File: config.mk
export PLATFORM = sky130hd
export DESIGN_NAME = decode_top
export DESIGN_NICKNAME = d
export VERILOG_FILES = /design/src/dec_pkg.sv /design/src/decode_top.sv /design/src/id_ex_stage.sv /design/src/decoder.sv /design/src/m_decoder.sv /design/src/i_decoder.sv /design/src/if_id_stage.sv
export VERILOG_INCLUDE_DIRS = /design/src /design/src/src
export SDC_FILE = /design/constraint.sdc
export NUM_CORES = 1
export LEC_CHECK = 0
export ABC_CLOCK_PERIOD_IN_PS = 7290
export BUFFER_PORTS_ARGS = -buffer_cell sky130_fd_sc_hd__buf_2
export CAP_MARGIN = 20
export CELL_PAD_IN_SITES_DETAIL_PLACEMENT = 0
export CELL_PAD_IN_SITES_GLOBAL_PLACEMENT = 1
export CORE_UTILIZATION = 45
export DETAILED_ROUTE_END_ITERATION = 6
export GPL_TIMING_DRIVEN = 0
export PLACE_DENSITY_LB_ADDON = 0.1
export SETUP_SLACK_MARGIN = 0.05
export SLEW_MARGIN = 25
export SYNTH_ARGS = -nofsm -noshare
export SYNTH_HDL_FRONTEND = slang
export SYNTH_SLANG_ARGS = --single-unit
File: constraint.sdc
create_clock -name clk_i -period 7.29 [get_ports clk_i]
set_input_delay 0.729 -clock clk_i [delete_from_list [all_inputs] [get_ports clk_i]]
set_output_delay 0.729 -clock clk_i [all_outputs]
set_load 0.005 [all_outputs]
File: src/dec_cfg.svh
// Decode slice build options
`ifndef DEC_CFG_SVH
`define DEC_CFG_SVH

// RV32M support, 0 leaves multiply and divide encodings illegal
`define DEC_M_EXT_EN 1

// Register file read ports, one read enable bit per port
`define DEC_RF_RD_PORTS 2

`endif
File: src/dec_pkg.sv
// Decode slice types
`default_nettype none

`include "dec_cfg.svh"

package dec_pkg;

  //////////////////////////////
  // Encodings
  //////////////////////////////

  // Major opcodes, bits [6:0] of a 32-bit instruction
  typedef enum logic [6:0] {
    OPC_LOAD   = 7'b0000011,
    OPC_MISC   = 7'b0001111,  // FENCE, FENCE.I
    OPC_OP_IMM = 7'b0010011,
    OPC_AUIPC  = 7'b0010111,
    OPC_STORE  = 7'b0100011,
    OPC_OP     = 7'b0110011,  // Shared by RV32I and RV32M
    OPC_LUI    = 7'b0110111,
    OPC_BRANCH = 7'b1100011,
    OPC_JALR   = 7'b1100111,
    OPC_JAL    = 7'b1101111,
    OPC_SYSTEM = 7'b1110011
  } opcode_e;

  typedef enum logic [3:0] {
    ALU_ADD, ALU_SUB, ALU_SLL, ALU_SLT, ALU_SLTU, ALU_XOR,
    ALU_SRL, ALU_SRA, ALU_OR, ALU_AND, ALU_LUI
  } alu_op_e;

  // Values follow funct3 of the M encodings
  typedef enum logic [1:0] {MUL_MUL, MUL_MULH, MUL_MULHSU, MUL_MULHU} mul_op_e;
  typedef enum logic [1:0] {DIV_DIV, DIV_DIVU, DIV_REM, DIV_REMU} div_op_e;

  typedef enum logic [1:0] {LSU_BYTE, LSU_HALF, LSU_WORD} lsu_type_e;  // funct3[1:0]

  typedef enum logic [1:0] {CSR_OP_READ, CSR_OP_WRITE, CSR_OP_SET, CSR_OP_CLEAR} csr_op_e;

  typedef enum logic [1:0] {XFER_NONE, XFER_JAL, XFER_JALR, XFER_BRANCH} ctrl_xfer_e;

  //////////////////////////////
  // Pipeline bundles
  //////////////////////////////

  typedef struct packed {
    logic [31:0] pc;
    logic [31:0] instr;
    logic        illegal_c;  // Compressed expansion failed
    logic        fetch_err;  // Bus error on fetch
  } if_id_pipe_t;

  typedef struct packed {
    logic                        alu_en;
    alu_op_e                     alu_op;
    logic                        mul_en;
    mul_op_e                     mul_op;
    logic [1:0]                  mul_signed;  // Bit 0 rs1 signed, bit 1 rs2 signed
    logic                        div_en;
    div_op_e                     div_op;
    logic                        lsu_en;
    logic                        lsu_we;
    lsu_type_e                   lsu_type;
    logic                        lsu_sign_ext;
    logic                        rf_we;
    logic [`DEC_RF_RD_PORTS-1:0] rf_re;       // Bit 0 rs1, bit 1 rs2
    logic                        csr_en;
    csr_op_e                     csr_op;
    ctrl_xfer_e                  ctrl_xfer;
    logic                        illegal;
    logic                        ecall;
    logic                        ebrk;
    logic                        mret;
    logic                        wfi;
    logic                        fencei;
  } decoder_ctrl_t;

  // Result of a sub-decoder without a match
  localparam decoder_ctrl_t DECODER_CTRL_ILLEGAL = '{
    alu_en:       1'b0,
    alu_op:       ALU_ADD,
    mul_en:       1'b0,
    mul_op:       MUL_MUL,
    mul_signed:   2'b00,
    div_en:       1'b0,
    div_op:       DIV_DIV,
    lsu_en:       1'b0,
    lsu_we:       1'b0,
    lsu_type:     LSU_WORD,
    lsu_sign_ext: 1'b0,
    rf_we:        1'b0,
    rf_re:        '0,
    csr_en:       1'b0,
    csr_op:       CSR_OP_READ,
    ctrl_xfer:    XFER_NONE,
    illegal:      1'b1,
    ecall:        1'b0,
    ebrk:         1'b0,
    mret:         1'b0,
    wfi:          1'b0,
    fencei:       1'b0
  };

  typedef struct packed {
    logic [31:0]   pc;
    logic [4:0]    rd;
    logic [4:0]    rs1;
    logic [4:0]    rs2;
    decoder_ctrl_t ctrl;
    logic          fetch_err;
  } id_ex_pipe_t;

endpackage

`default_nettype wire

File: src/decode_top.sv
// Decode slice top level
`timescale 1ns/1ns
`default_nettype none

module decode_top (
  input  logic                 clk_i,
  input  logic                 rst_n_i,
  input  logic                 in_valid_i,
  output logic                 in_ready_o,
  input  dec_pkg::if_id_pipe_t in_pipe_i,
  output logic                 out_valid_o,
  input  logic                 out_ready_i,
  output dec_pkg::id_ex_pipe_t out_pipe_o
);
  import dec_pkg::*;

  logic          if_id_valid;  // IF/ID holds an instruction
  logic          if_id_ready;  // ID/EX can take it
  if_id_pipe_t   if_id_pipe;
  decoder_ctrl_t dec_ctrl;     // Combinational decode of if_id_pipe

  if_id_stage if_id_stage_i (
    .clk_i       (clk_i),
    .rst_n_i     (rst_n_i),
    .in_valid_i  (in_valid_i),
    .in_ready_o  (in_ready_o),
    .in_pipe_i   (in_pipe_i),
    .out_valid_o (if_id_valid),
    .out_ready_i (if_id_ready),
    .out_pipe_o  (if_id_pipe)
  );

  decoder decoder_i (
    .if_id_pipe_i (if_id_pipe),
    .ctrl_o       (dec_ctrl)
  );

  id_ex_stage id_ex_stage_i (
    .clk_i        (clk_i),
    .rst_n_i      (rst_n_i),
    .in_valid_i   (if_id_valid),
    .in_ready_o   (if_id_ready),
    .if_id_pipe_i (if_id_pipe),
    .ctrl_i       (dec_ctrl),
    .out_valid_o  (out_valid_o),
    .out_ready_i  (out_ready_i),
    .out_pipe_o   (out_pipe_o)
  );

endmodule

`default_nettype wire

File: src/id_ex_stage.sv
// ID/EX pipeline register
`timescale 1ns/1ns
`default_nettype none

module id_ex_stage (
  input  logic                   clk_i,
  input  logic                   rst_n_i,
  // From IF/ID and decoder
  input  logic                   in_valid_i,
  output logic                   in_ready_o,
  input  dec_pkg::if_id_pipe_t   if_id_pipe_i,
  input  dec_pkg::decoder_ctrl_t ctrl_i,
  // Towards execute
  output logic                   out_valid_o,
  input  logic                   out_ready_i,
  output dec_pkg::id_ex_pipe_t   out_pipe_o
);
  import dec_pkg::*;

  id_ex_pipe_t pipe_d;  // Bundle to capture

  // Register fields sit at fixed positions in every format
  always_comb begin
    pipe_d.pc        = if_id_pipe_i.pc;
    pipe_d.rd        = if_id_pipe_i.instr[11:7];
    pipe_d.rs1       = if_id_pipe_i.instr[19:15];
    pipe_d.rs2       = if_id_pipe_i.instr[24:20];
    pipe_d.ctrl      = ctrl_i;
    pipe_d.fetch_err = if_id_pipe_i.fetch_err;
  end

  assign in_ready_o = !out_valid_o || out_ready_i;  // Empty or draining

  //////////////////////////////
  // Valid and payload
  //////////////////////////////

  always_ff @(posedge clk_i or negedge rst_n_i) begin
    if (!rst_n_i) begin
      out_valid_o <= 1'b0;
    end else if (in_ready_o) begin
      out_valid_o <= in_valid_i;
    end
  end

  always_ff @(posedge clk_i) begin
    if (in_valid_i && in_ready_o) begin
      out_pipe_o <= pipe_d;  // Held under back-pressure
    end
  end

endmodule

`default_nettype wire

File: src/decoder.sv
// Central instruction decoder
`timescale 1ns/1ns
`default_nettype none

`include "dec_cfg.svh"

module decoder (
  input  dec_pkg::if_id_pipe_t   if_id_pipe_i,
  output dec_pkg::decoder_ctrl_t ctrl_o
);
  import dec_pkg::*;

  decoder_ctrl_t i_ctrl;    // RV32I result
  decoder_ctrl_t m_ctrl;    // RV32M result
  decoder_ctrl_t mux_ctrl;  // Selected before fetch error handling

  i_decoder i_decoder_i (
    .instr_i (if_id_pipe_i.instr),
    .ctrl_o  (i_ctrl)
  );

  generate
    if (`DEC_M_EXT_EN) begin : gen_m_dec
      m_decoder m_decoder_i (
        .instr_i (if_id_pipe_i.instr),
        .ctrl_o  (m_ctrl)
      );
    end else begin : gen_no_m_dec
      assign m_ctrl = DECODER_CTRL_ILLEGAL;  // Never matches
    end
  endgenerate

  //////////////////////////////
  // Sub-decoder selection
  //////////////////////////////

  always_comb begin
    if (if_id_pipe_i.illegal_c) begin
      mux_ctrl = DECODER_CTRL_ILLEGAL;  // Bad compressed encoding wins
    end else if (!m_ctrl.illegal) begin
      mux_ctrl = m_ctrl;
    end else if (!i_ctrl.illegal) begin
      mux_ctrl = i_ctrl;
    end else begin
      mux_ctrl = DECODER_CTRL_ILLEGAL;
    end
  end

  //////////////////////////////
  // Fetch error suppression
  //////////////////////////////

  // Instruction word is garbage, only the error travels on
  always_comb begin
    ctrl_o = mux_ctrl;
    if (if_id_pipe_i.fetch_err) begin
      ctrl_o.alu_en    = 1'b0;
      ctrl_o.mul_en    = 1'b0;
      ctrl_o.div_en    = 1'b0;
      ctrl_o.lsu_en    = 1'b0;
      ctrl_o.lsu_we    = 1'b0;
      ctrl_o.rf_we     = 1'b0;
      ctrl_o.rf_re     = '0;
      ctrl_o.csr_en    = 1'b0;
      ctrl_o.csr_op    = CSR_OP_READ;
      ctrl_o.ctrl_xfer = XFER_NONE;
      ctrl_o.illegal   = 1'b0;  // Fetch error has the higher priority
      ctrl_o.ecall     = 1'b0;
      ctrl_o.ebrk      = 1'b0;
      ctrl_o.mret      = 1'b0;
      ctrl_o.wfi       = 1'b0;
      ctrl_o.fencei    = 1'b0;
    end
  end

endmodule

`default_nettype wire

File: src/m_decoder.sv
// RV32M multiply and divide decoder
`timescale 1ns/1ns
`default_nettype none

module m_decoder (
  input  logic [31:0]            instr_i,
  output dec_pkg::decoder_ctrl_t ctrl_o
);
  import dec_pkg::*;

  logic match;  // OP opcode with funct7 0000001

  assign match = (instr_i[6:0] == OPC_OP) && (instr_i[31:25] == 7'b0000001);

  always_comb begin
    ctrl_o = DECODER_CTRL_ILLEGAL;
    if (match) begin
      ctrl_o.illegal  = 1'b0;
      ctrl_o.rf_we    = 1'b1;
      ctrl_o.rf_re[0] = 1'b1;
      ctrl_o.rf_re[1] = 1'b1;
      if (!instr_i[14]) begin
        // funct3 0xx, multiplier
        ctrl_o.mul_en = 1'b1;
        ctrl_o.mul_op = mul_op_e'(instr_i[13:12]);
        case (instr_i[13:12])
          2'b01:   ctrl_o.mul_signed = 2'b11;  // MULH
          2'b10:   ctrl_o.mul_signed = 2'b01;  // MULHSU, rs1 only
          default: ctrl_o.mul_signed = 2'b00;  // MUL low half, MULHU
        endcase
      end else begin
        ctrl_o.div_en = 1'b1;                       // funct3 1xx, divider
        ctrl_o.div_op = div_op_e'(instr_i[13:12]);  // DIV, DIVU, REM, REMU
      end
    end
  end

endmodule

`default_nettype wire

File: src/i_decoder.sv
// RV32I base decoder
`timescale 1ns/1ns
`default_nettype none

module i_decoder (
  input  logic [31:0]            instr_i,
  output dec_pkg::decoder_ctrl_t ctrl_o
);
  import dec_pkg::*;

  opcode_e    opcode;
  logic [2:0] funct3;
  logic [6:0] funct7;
  logic       insn_illegal;  // Any field combination not in RV32I

  assign opcode = opcode_e'(instr_i[6:0]);
  assign funct3 = instr_i[14:12];
  assign funct7 = instr_i[31:25];

  always_comb begin
    ctrl_o         = DECODER_CTRL_ILLEGAL;  // Every enable off
    ctrl_o.illegal = 1'b0;
    insn_illegal   = 1'b0;

    case (opcode)
      OPC_LUI: begin
        ctrl_o.alu_en = 1'b1;
        ctrl_o.alu_op = ALU_LUI;  // Upper immediate passes through
        ctrl_o.rf_we  = 1'b1;
      end
      OPC_AUIPC: begin
        ctrl_o.alu_en = 1'b1;     // PC + upper immediate
        ctrl_o.rf_we  = 1'b1;
      end
      OPC_JAL: begin
        ctrl_o.alu_en    = 1'b1;  // Link address
        ctrl_o.rf_we     = 1'b1;
        ctrl_o.ctrl_xfer = XFER_JAL;
      end
      OPC_JALR: begin
        ctrl_o.alu_en    = 1'b1;
        ctrl_o.rf_we     = 1'b1;
        ctrl_o.rf_re[0]  = 1'b1;
        ctrl_o.ctrl_xfer = XFER_JALR;
        insn_illegal     = (funct3 != 3'b000);
      end
      OPC_BRANCH: begin
        ctrl_o.alu_en    = 1'b1;  // Comparison
        ctrl_o.rf_re[0]  = 1'b1;
        ctrl_o.rf_re[1]  = 1'b1;
        ctrl_o.ctrl_xfer = XFER_BRANCH;
        case (funct3)
          3'b000, 3'b001: ctrl_o.alu_op = ALU_SUB;   // BEQ, BNE
          3'b100, 3'b101: ctrl_o.alu_op = ALU_SLT;   // BLT, BGE
          3'b110, 3'b111: ctrl_o.alu_op = ALU_SLTU;  // BLTU, BGEU
          default:        insn_illegal  = 1'b1;
        endcase
      end
      OPC_LOAD: begin
        ctrl_o.lsu_en       = 1'b1;
        ctrl_o.rf_we        = 1'b1;
        ctrl_o.rf_re[0]     = 1'b1;
        ctrl_o.lsu_type     = lsu_type_e'(funct3[1:0]);
        ctrl_o.lsu_sign_ext = ~funct3[2];                // LBU, LHU zero extend
        insn_illegal        = (funct3[1:0] == 2'b11) || (funct3 == 3'b110);
      end
      OPC_STORE: begin
        ctrl_o.lsu_en   = 1'b1;
        ctrl_o.lsu_we   = 1'b1;
        ctrl_o.rf_re[0] = 1'b1;  // Base address
        ctrl_o.rf_re[1] = 1'b1;  // Store data
        ctrl_o.lsu_type = lsu_type_e'(funct3[1:0]);
        insn_illegal    = funct3[2] || (funct3[1:0] == 2'b11);
      end
      OPC_OP_IMM: begin
        ctrl_o.alu_en   = 1'b1;
        ctrl_o.rf_we    = 1'b1;
        ctrl_o.rf_re[0] = 1'b1;
        case (funct3)
          3'b000: ctrl_o.alu_op = ALU_ADD;
          3'b010: ctrl_o.alu_op = ALU_SLT;
          3'b011: ctrl_o.alu_op = ALU_SLTU;
          3'b100: ctrl_o.alu_op = ALU_XOR;
          3'b110: ctrl_o.alu_op = ALU_OR;
          3'b111: ctrl_o.alu_op = ALU_AND;
          3'b001: begin
            ctrl_o.alu_op = ALU_SLL;
            insn_illegal  = (funct7 != 7'b0000000);
          end
          default: begin  // SRLI or SRAI, bit 30 selects arithmetic
            ctrl_o.alu_op = funct7[5] ? ALU_SRA : ALU_SRL;
            insn_illegal  = ({funct7[6], funct7[4:0]} != 6'b000000);
          end
        endcase
      end
      OPC_OP: begin
        ctrl_o.alu_en   = 1'b1;
        ctrl_o.rf_we    = 1'b1;
        ctrl_o.rf_re[0] = 1'b1;
        ctrl_o.rf_re[1] = 1'b1;
        case ({funct7, funct3})
          {7'b0000000, 3'b000}: ctrl_o.alu_op = ALU_ADD;
          {7'b0100000, 3'b000}: ctrl_o.alu_op = ALU_SUB;
          {7'b0000000, 3'b001}: ctrl_o.alu_op = ALU_SLL;
          {7'b0000000, 3'b010}: ctrl_o.alu_op = ALU_SLT;
          {7'b0000000, 3'b011}: ctrl_o.alu_op = ALU_SLTU;
          {7'b0000000, 3'b100}: ctrl_o.alu_op = ALU_XOR;
          {7'b0000000, 3'b101}: ctrl_o.alu_op = ALU_SRL;
          {7'b0100000, 3'b101}: ctrl_o.alu_op = ALU_SRA;
          {7'b0000000, 3'b110}: ctrl_o.alu_op = ALU_OR;
          {7'b0000000, 3'b111}: ctrl_o.alu_op = ALU_AND;
          default:              insn_illegal  = 1'b1;  // RV32M lands here too
        endcase
      end
      OPC_MISC: begin
        case (funct3)
          3'b000:  ctrl_o.fencei = 1'b0;  // FENCE, nothing to order in this core
          3'b001:  ctrl_o.fencei = 1'b1;
          default: insn_illegal  = 1'b1;
        endcase
      end
      OPC_SYSTEM: begin
        if (funct3 == 3'b000) begin
          case (instr_i)  // Exact encodings only
            32'h0000_0073: ctrl_o.ecall = 1'b1;
            32'h0010_0073: ctrl_o.ebrk  = 1'b1;
            32'h3020_0073: ctrl_o.mret  = 1'b1;
            32'h1050_0073: ctrl_o.wfi   = 1'b1;
            default:       insn_illegal = 1'b1;
          endcase
        end else begin
          ctrl_o.csr_en   = 1'b1;
          ctrl_o.rf_we    = 1'b1;
          ctrl_o.rf_re[0] = ~funct3[2];  // Immediate forms read no register
          case (funct3[1:0])
            2'b01:   ctrl_o.csr_op = CSR_OP_WRITE;
            2'b10:   ctrl_o.csr_op = CSR_OP_SET;
            2'b11:   ctrl_o.csr_op = CSR_OP_CLEAR;
            default: insn_illegal  = 1'b1;  // funct3 100
          endcase
          // Set or clear with a zero source field leaves the CSR untouched
          if (funct3[1] && (instr_i[19:15] == 5'd0)) begin
            ctrl_o.csr_op = CSR_OP_READ;
          end
        end
      end
      default: insn_illegal = 1'b1;
    endcase

    if (insn_illegal) begin
      ctrl_o = DECODER_CTRL_ILLEGAL;
    end
  end

endmodule

`default_nettype wire

File: src/if_id_stage.sv
// IF/ID pipeline register
`timescale 1ns/1ns
`default_nettype none

module if_id_stage (
  input  logic                 clk_i,
  input  logic                 rst_n_i,
  // From fetch
  input  logic                 in_valid_i,
  output logic                 in_ready_o,
  input  dec_pkg::if_id_pipe_t in_pipe_i,
  // Towards decode and ID/EX
  output logic                 out_valid_o,
  input  logic                 out_ready_i,
  output dec_pkg::if_id_pipe_t out_pipe_o
);

  logic load;  // Input transfer this cycle

  // Free when empty or when the held entry moves on now
  assign in_ready_o = !out_valid_o || out_ready_i;
  assign load       = in_valid_i && in_ready_o;

  //////////////////////////////
  // Valid bit
  //////////////////////////////

  always_ff @(posedge clk_i or negedge rst_n_i) begin
    if (!rst_n_i) begin
      out_valid_o <= 1'b0;
    end else if (in_ready_o) begin
      out_valid_o <= in_valid_i;  // Refill or drain
    end
  end

  //////////////////////////////
  // Payload
  //////////////////////////////

  always_ff @(posedge clk_i) begin
    if (load) begin
      out_pipe_o <= in_pipe_i;  // Held until downstream takes it
    end
  end

endmodule

`default_nettype wire

==> reports/qor.txt <==
Outcome -> finished, final reports clean
Antenna cell count -> 0
Worst Setup Start Kind -> flop
Initial Util -> 46.6%
Die Area -> 13,000 um^2
Initial DRT Pass Iterations -> 4
Multi-input logic area -> 1100 um^2
GR Overflow Total -> 0
Post-synthesis average cell area -> 16.5 um^2
Clk sinks -> 148
Setup CP Type -> reg -> reg
HPWL after DPL -> 8030 um
First-pass GRT wire length -> 17,700 um
# hold bufs at CTS -> 0
RR Startpoint -> if_id_stage_i.out_pipe_o[15]$_DFFE_PP_
Yosys warning total -> 0
Fillcell total -> 966
CP max-delay cell -> a2111oi_0
Reg clk slew, reported paths -> 60 ps
TritonCTS Buffers -> 17
Post-route DRC -> 0
Die X -> 114 um
Distinct cells, synth -> 50
Synth top area cells -> edfxtp_1 (78%), nor2_1 (1.7%), nor3_1 (1.6%)
Setup TNS Final -> 0 ps
Worst skew pair latency -> 420 ps
Max-slew violation count -> 0
Post-placement setup slack -> 3490 ps
Routed WL per cell -> 16.5 um
Slew of the pin with the lowest slew margin -> 529 ps
Post-synth top flop -> edfxtp_1
Worst reg-to-reg setup slack -> 3480 ps
CP startpoint -> if_id_stage_i.out_pipe_o[15]$_DFFE_PP_
Synth async-reset ratio -> 1.35%
Clock Skew -> 15.9 ps
Setup crit end -> id_ex_stage_i.out_pipe_o[17]$_SDFFCE_PP1P_
Detail Route Antenna Nets -> 0
Slew HR -> 63.8%
Commonest non-fill, non-tap cell in the layout -> buf_2
CTS tree -> done
Initial antenna violation count -> 1
Hold Fails Final Rpt -> 0
Drt via density -> 5.06
Number of flops mapped to enable cells by yosys -> 146
Final worst-path cycle share -> 52.2%
Crit path top cell by count -> clkbuf_1
WP data arrival -> 3960 ps
H-tree levels -> 4
Register area share after synthesis -> 78.5%
Register area -> 4430 um^2
Layout Utilization -> 60.2%
Port Buffers -> 151
Worst Path Buf+Inv -> 4
Row count -> 40
Reg2reg end -> id_ex_stage_i.out_pipe_o[17]$_SDFFCE_PP1P_
Minimum clock period after layout -> 3810 ps
Max-cap violations -> 0
Top delay family on crit path -> simple AND/OR/NAND/NOR gates
Share of layout cells above drive strength 1 -> 38.9%
CTS root buf -> clkbuf_16
Crit path required time -> 7440 ps
FMAX -> 0.263 GHz
Seq cells post-synth -> 148
Synth Instances -> 342
Leak pwr -> 2.72 nW
RSZ-0062 raised after global routing -> false
Worst setup EP type -> flop
# resized after CTS -> 0
Post-synth top area cell -> edfxtp_1
Path type of the worst min-delay path -> in -> async
Syn Std Cell Area -> 5650 um^2
Critical path depth -> 11
Largest net degree at the start of global routing -> 46
Pwr Density -> 287 nW/um^2
Worst-path maximum fanout -> 10
Clk buf depth -> 2
Total detailed-routing wirelength -> 11,500 um
Total track usage -> 18.9%
Final WS setup -> 3480 ps
Core area -> 12,100 um^2
CP Cell Sequence -> clkbuf_1 -> inv_1 -> ha_1 -> clkbuf_1 -> nor2b_1 -> nand3_1 -> a2111oi_0 -> o211ai_1 -> or2_4 -> buf_6 -> or3_1
Final setup violation count -> 0
Die Y -> 114 um
Critical path's largest stage delay -> 540 ps
Share of the synthesized area in the top cell type -> 77.7%
Final #Nets -> 590
Ports -> 152
Vias -> 3,515
Synthesized netlist net count -> 418
Worst IR drop on VDD -> 229 uV
Gpl congestion -> 0.851
Starting DRT DRC Count -> 171
Commonest non-fill, non-tap cells in the layout -> buf_2 (153), edfxtp_1 (146), nor2_1 (25)
Cells on worst reg2reg path -> 11
Vias in the first global route -> 3,347
Setup repair bufs after CTS -> 0
Synth-to-layout area growth -> 29.2%
Pwr Total -> 2.09 mW
worst reg2reg max path: stages, from the launching register on:
cell and delay [ps]:
edfxtp_1 420, clkbuf_1 250, inv_1 260, ha_1 190, clkbuf_1 390, nor2b_1 330, nand3_1 160, a2111oi_0 540
o211ai_1 230, or2_4 320, buf_6 140, or3_1 310
flip-flops by register name (all words and copies together) (netlist names):
signal and count:
id_ex_stage_i.out_pipe_o 80, if_id_stage_i.out_pipe_o 66, id_ex_stage_i.out_valid_o 1, if_id_stage_i.out_valid_o 1
layer usage:
layer / vias to the layer above / part of all wire, % / GRT usage [%]
li1: 1684 / - / -
met1: 1650 / 41 / 22.0
met2: 155 / 48 / 29.0
met3: 24 / 8.8 / 8.98
met4: 2 / 2.8 / 10.0
met5: - / 0.11 / 0
cell usage after synthesis (all sizes together), types with 3 or more instances:
cell     instances
nand3b           3
a211oi           4
nand2b           7
a31oi            3
nor2            25
a2111oi          4
edfxtp         146
or3              5
and2             5
a21oi           15
ha               6
nor2b            5
o21ai            6
nand2           13
buf              4
nor3            23
nand4            4
inv             10
nor4             8
clkbuf          11
nand3            6
through the flow:
step,cells,hold slack (ps),area [um^2]
after detailed placement,663,405,6660
after floorplan,342,400,5650
after global routing,695,71.4,7290
final,695,83.2,7290
after global placement,661,400,6610
after CTS,695,72.7,7290
how the worst min path moves through the flow:
stage | start | end | slack, ps | depth (start not counted)
floorplan | if_id_stage_i.out_pipe_o[34]$_DFFE_PP_ | id_ex_stage_i.out_pipe_o[48]$_DFFE_PP_ | 400 | 0
global placement | if_id_stage_i.out_pipe_o[62]$_DFFE_PP_ | id_ex_stage_i.out_pipe_o[76]$_DFFE_PP_ | 400 | 0
detailed placement | if_id_stage_i.out_pipe_o[34]$_DFFE_PP_ | id_ex_stage_i.out_pipe_o[48]$_DFFE_PP_ | 400 | 0
CTS | rst_n_i | if_id_stage_i.out_valid_o$_DFFE_PN0N_ | 70 | 1
global route | rst_n_i | id_ex_stage_i.out_valid_o$_DFFE_PN0P_ | 70 | 1
finish | rst_n_i | if_id_stage_i.out_valid_o$_DFFE_PN0N_ | 80 | 1
power by group:
part / switching, mW / internal (mW) / leakage, nW
logic: 0.0825 / 0.0529 / 0.978
registers: 0.0186 / 1.00 / 1.44
clock network: 0.329 / 0.605 / 0.305
kinds of logic after synthesis:
family                     share of synthesized area [%]
AOI/OAI and AO/OA                                   5.59
xor gates and xnor gates                           0.155
adders and majority gates                           1.33
buffers and inverters                               1.97
DFF                                                 78.5
muxes                                              0.177
and+or+nand+nor                                     12.2
final cells by class:
type	instances	share of cell area (%)
plain buffers	15	1.01
clock buffers	18	5.88
flip-flops and latches	148	60.8
inverters	10	0.515
well taps	168	2.88
multi-input cells	169	15.1
repair buffers	153	10.9
clock inverters	14	2.86
No activity file was read; power rests on OpenSTA's default activity.
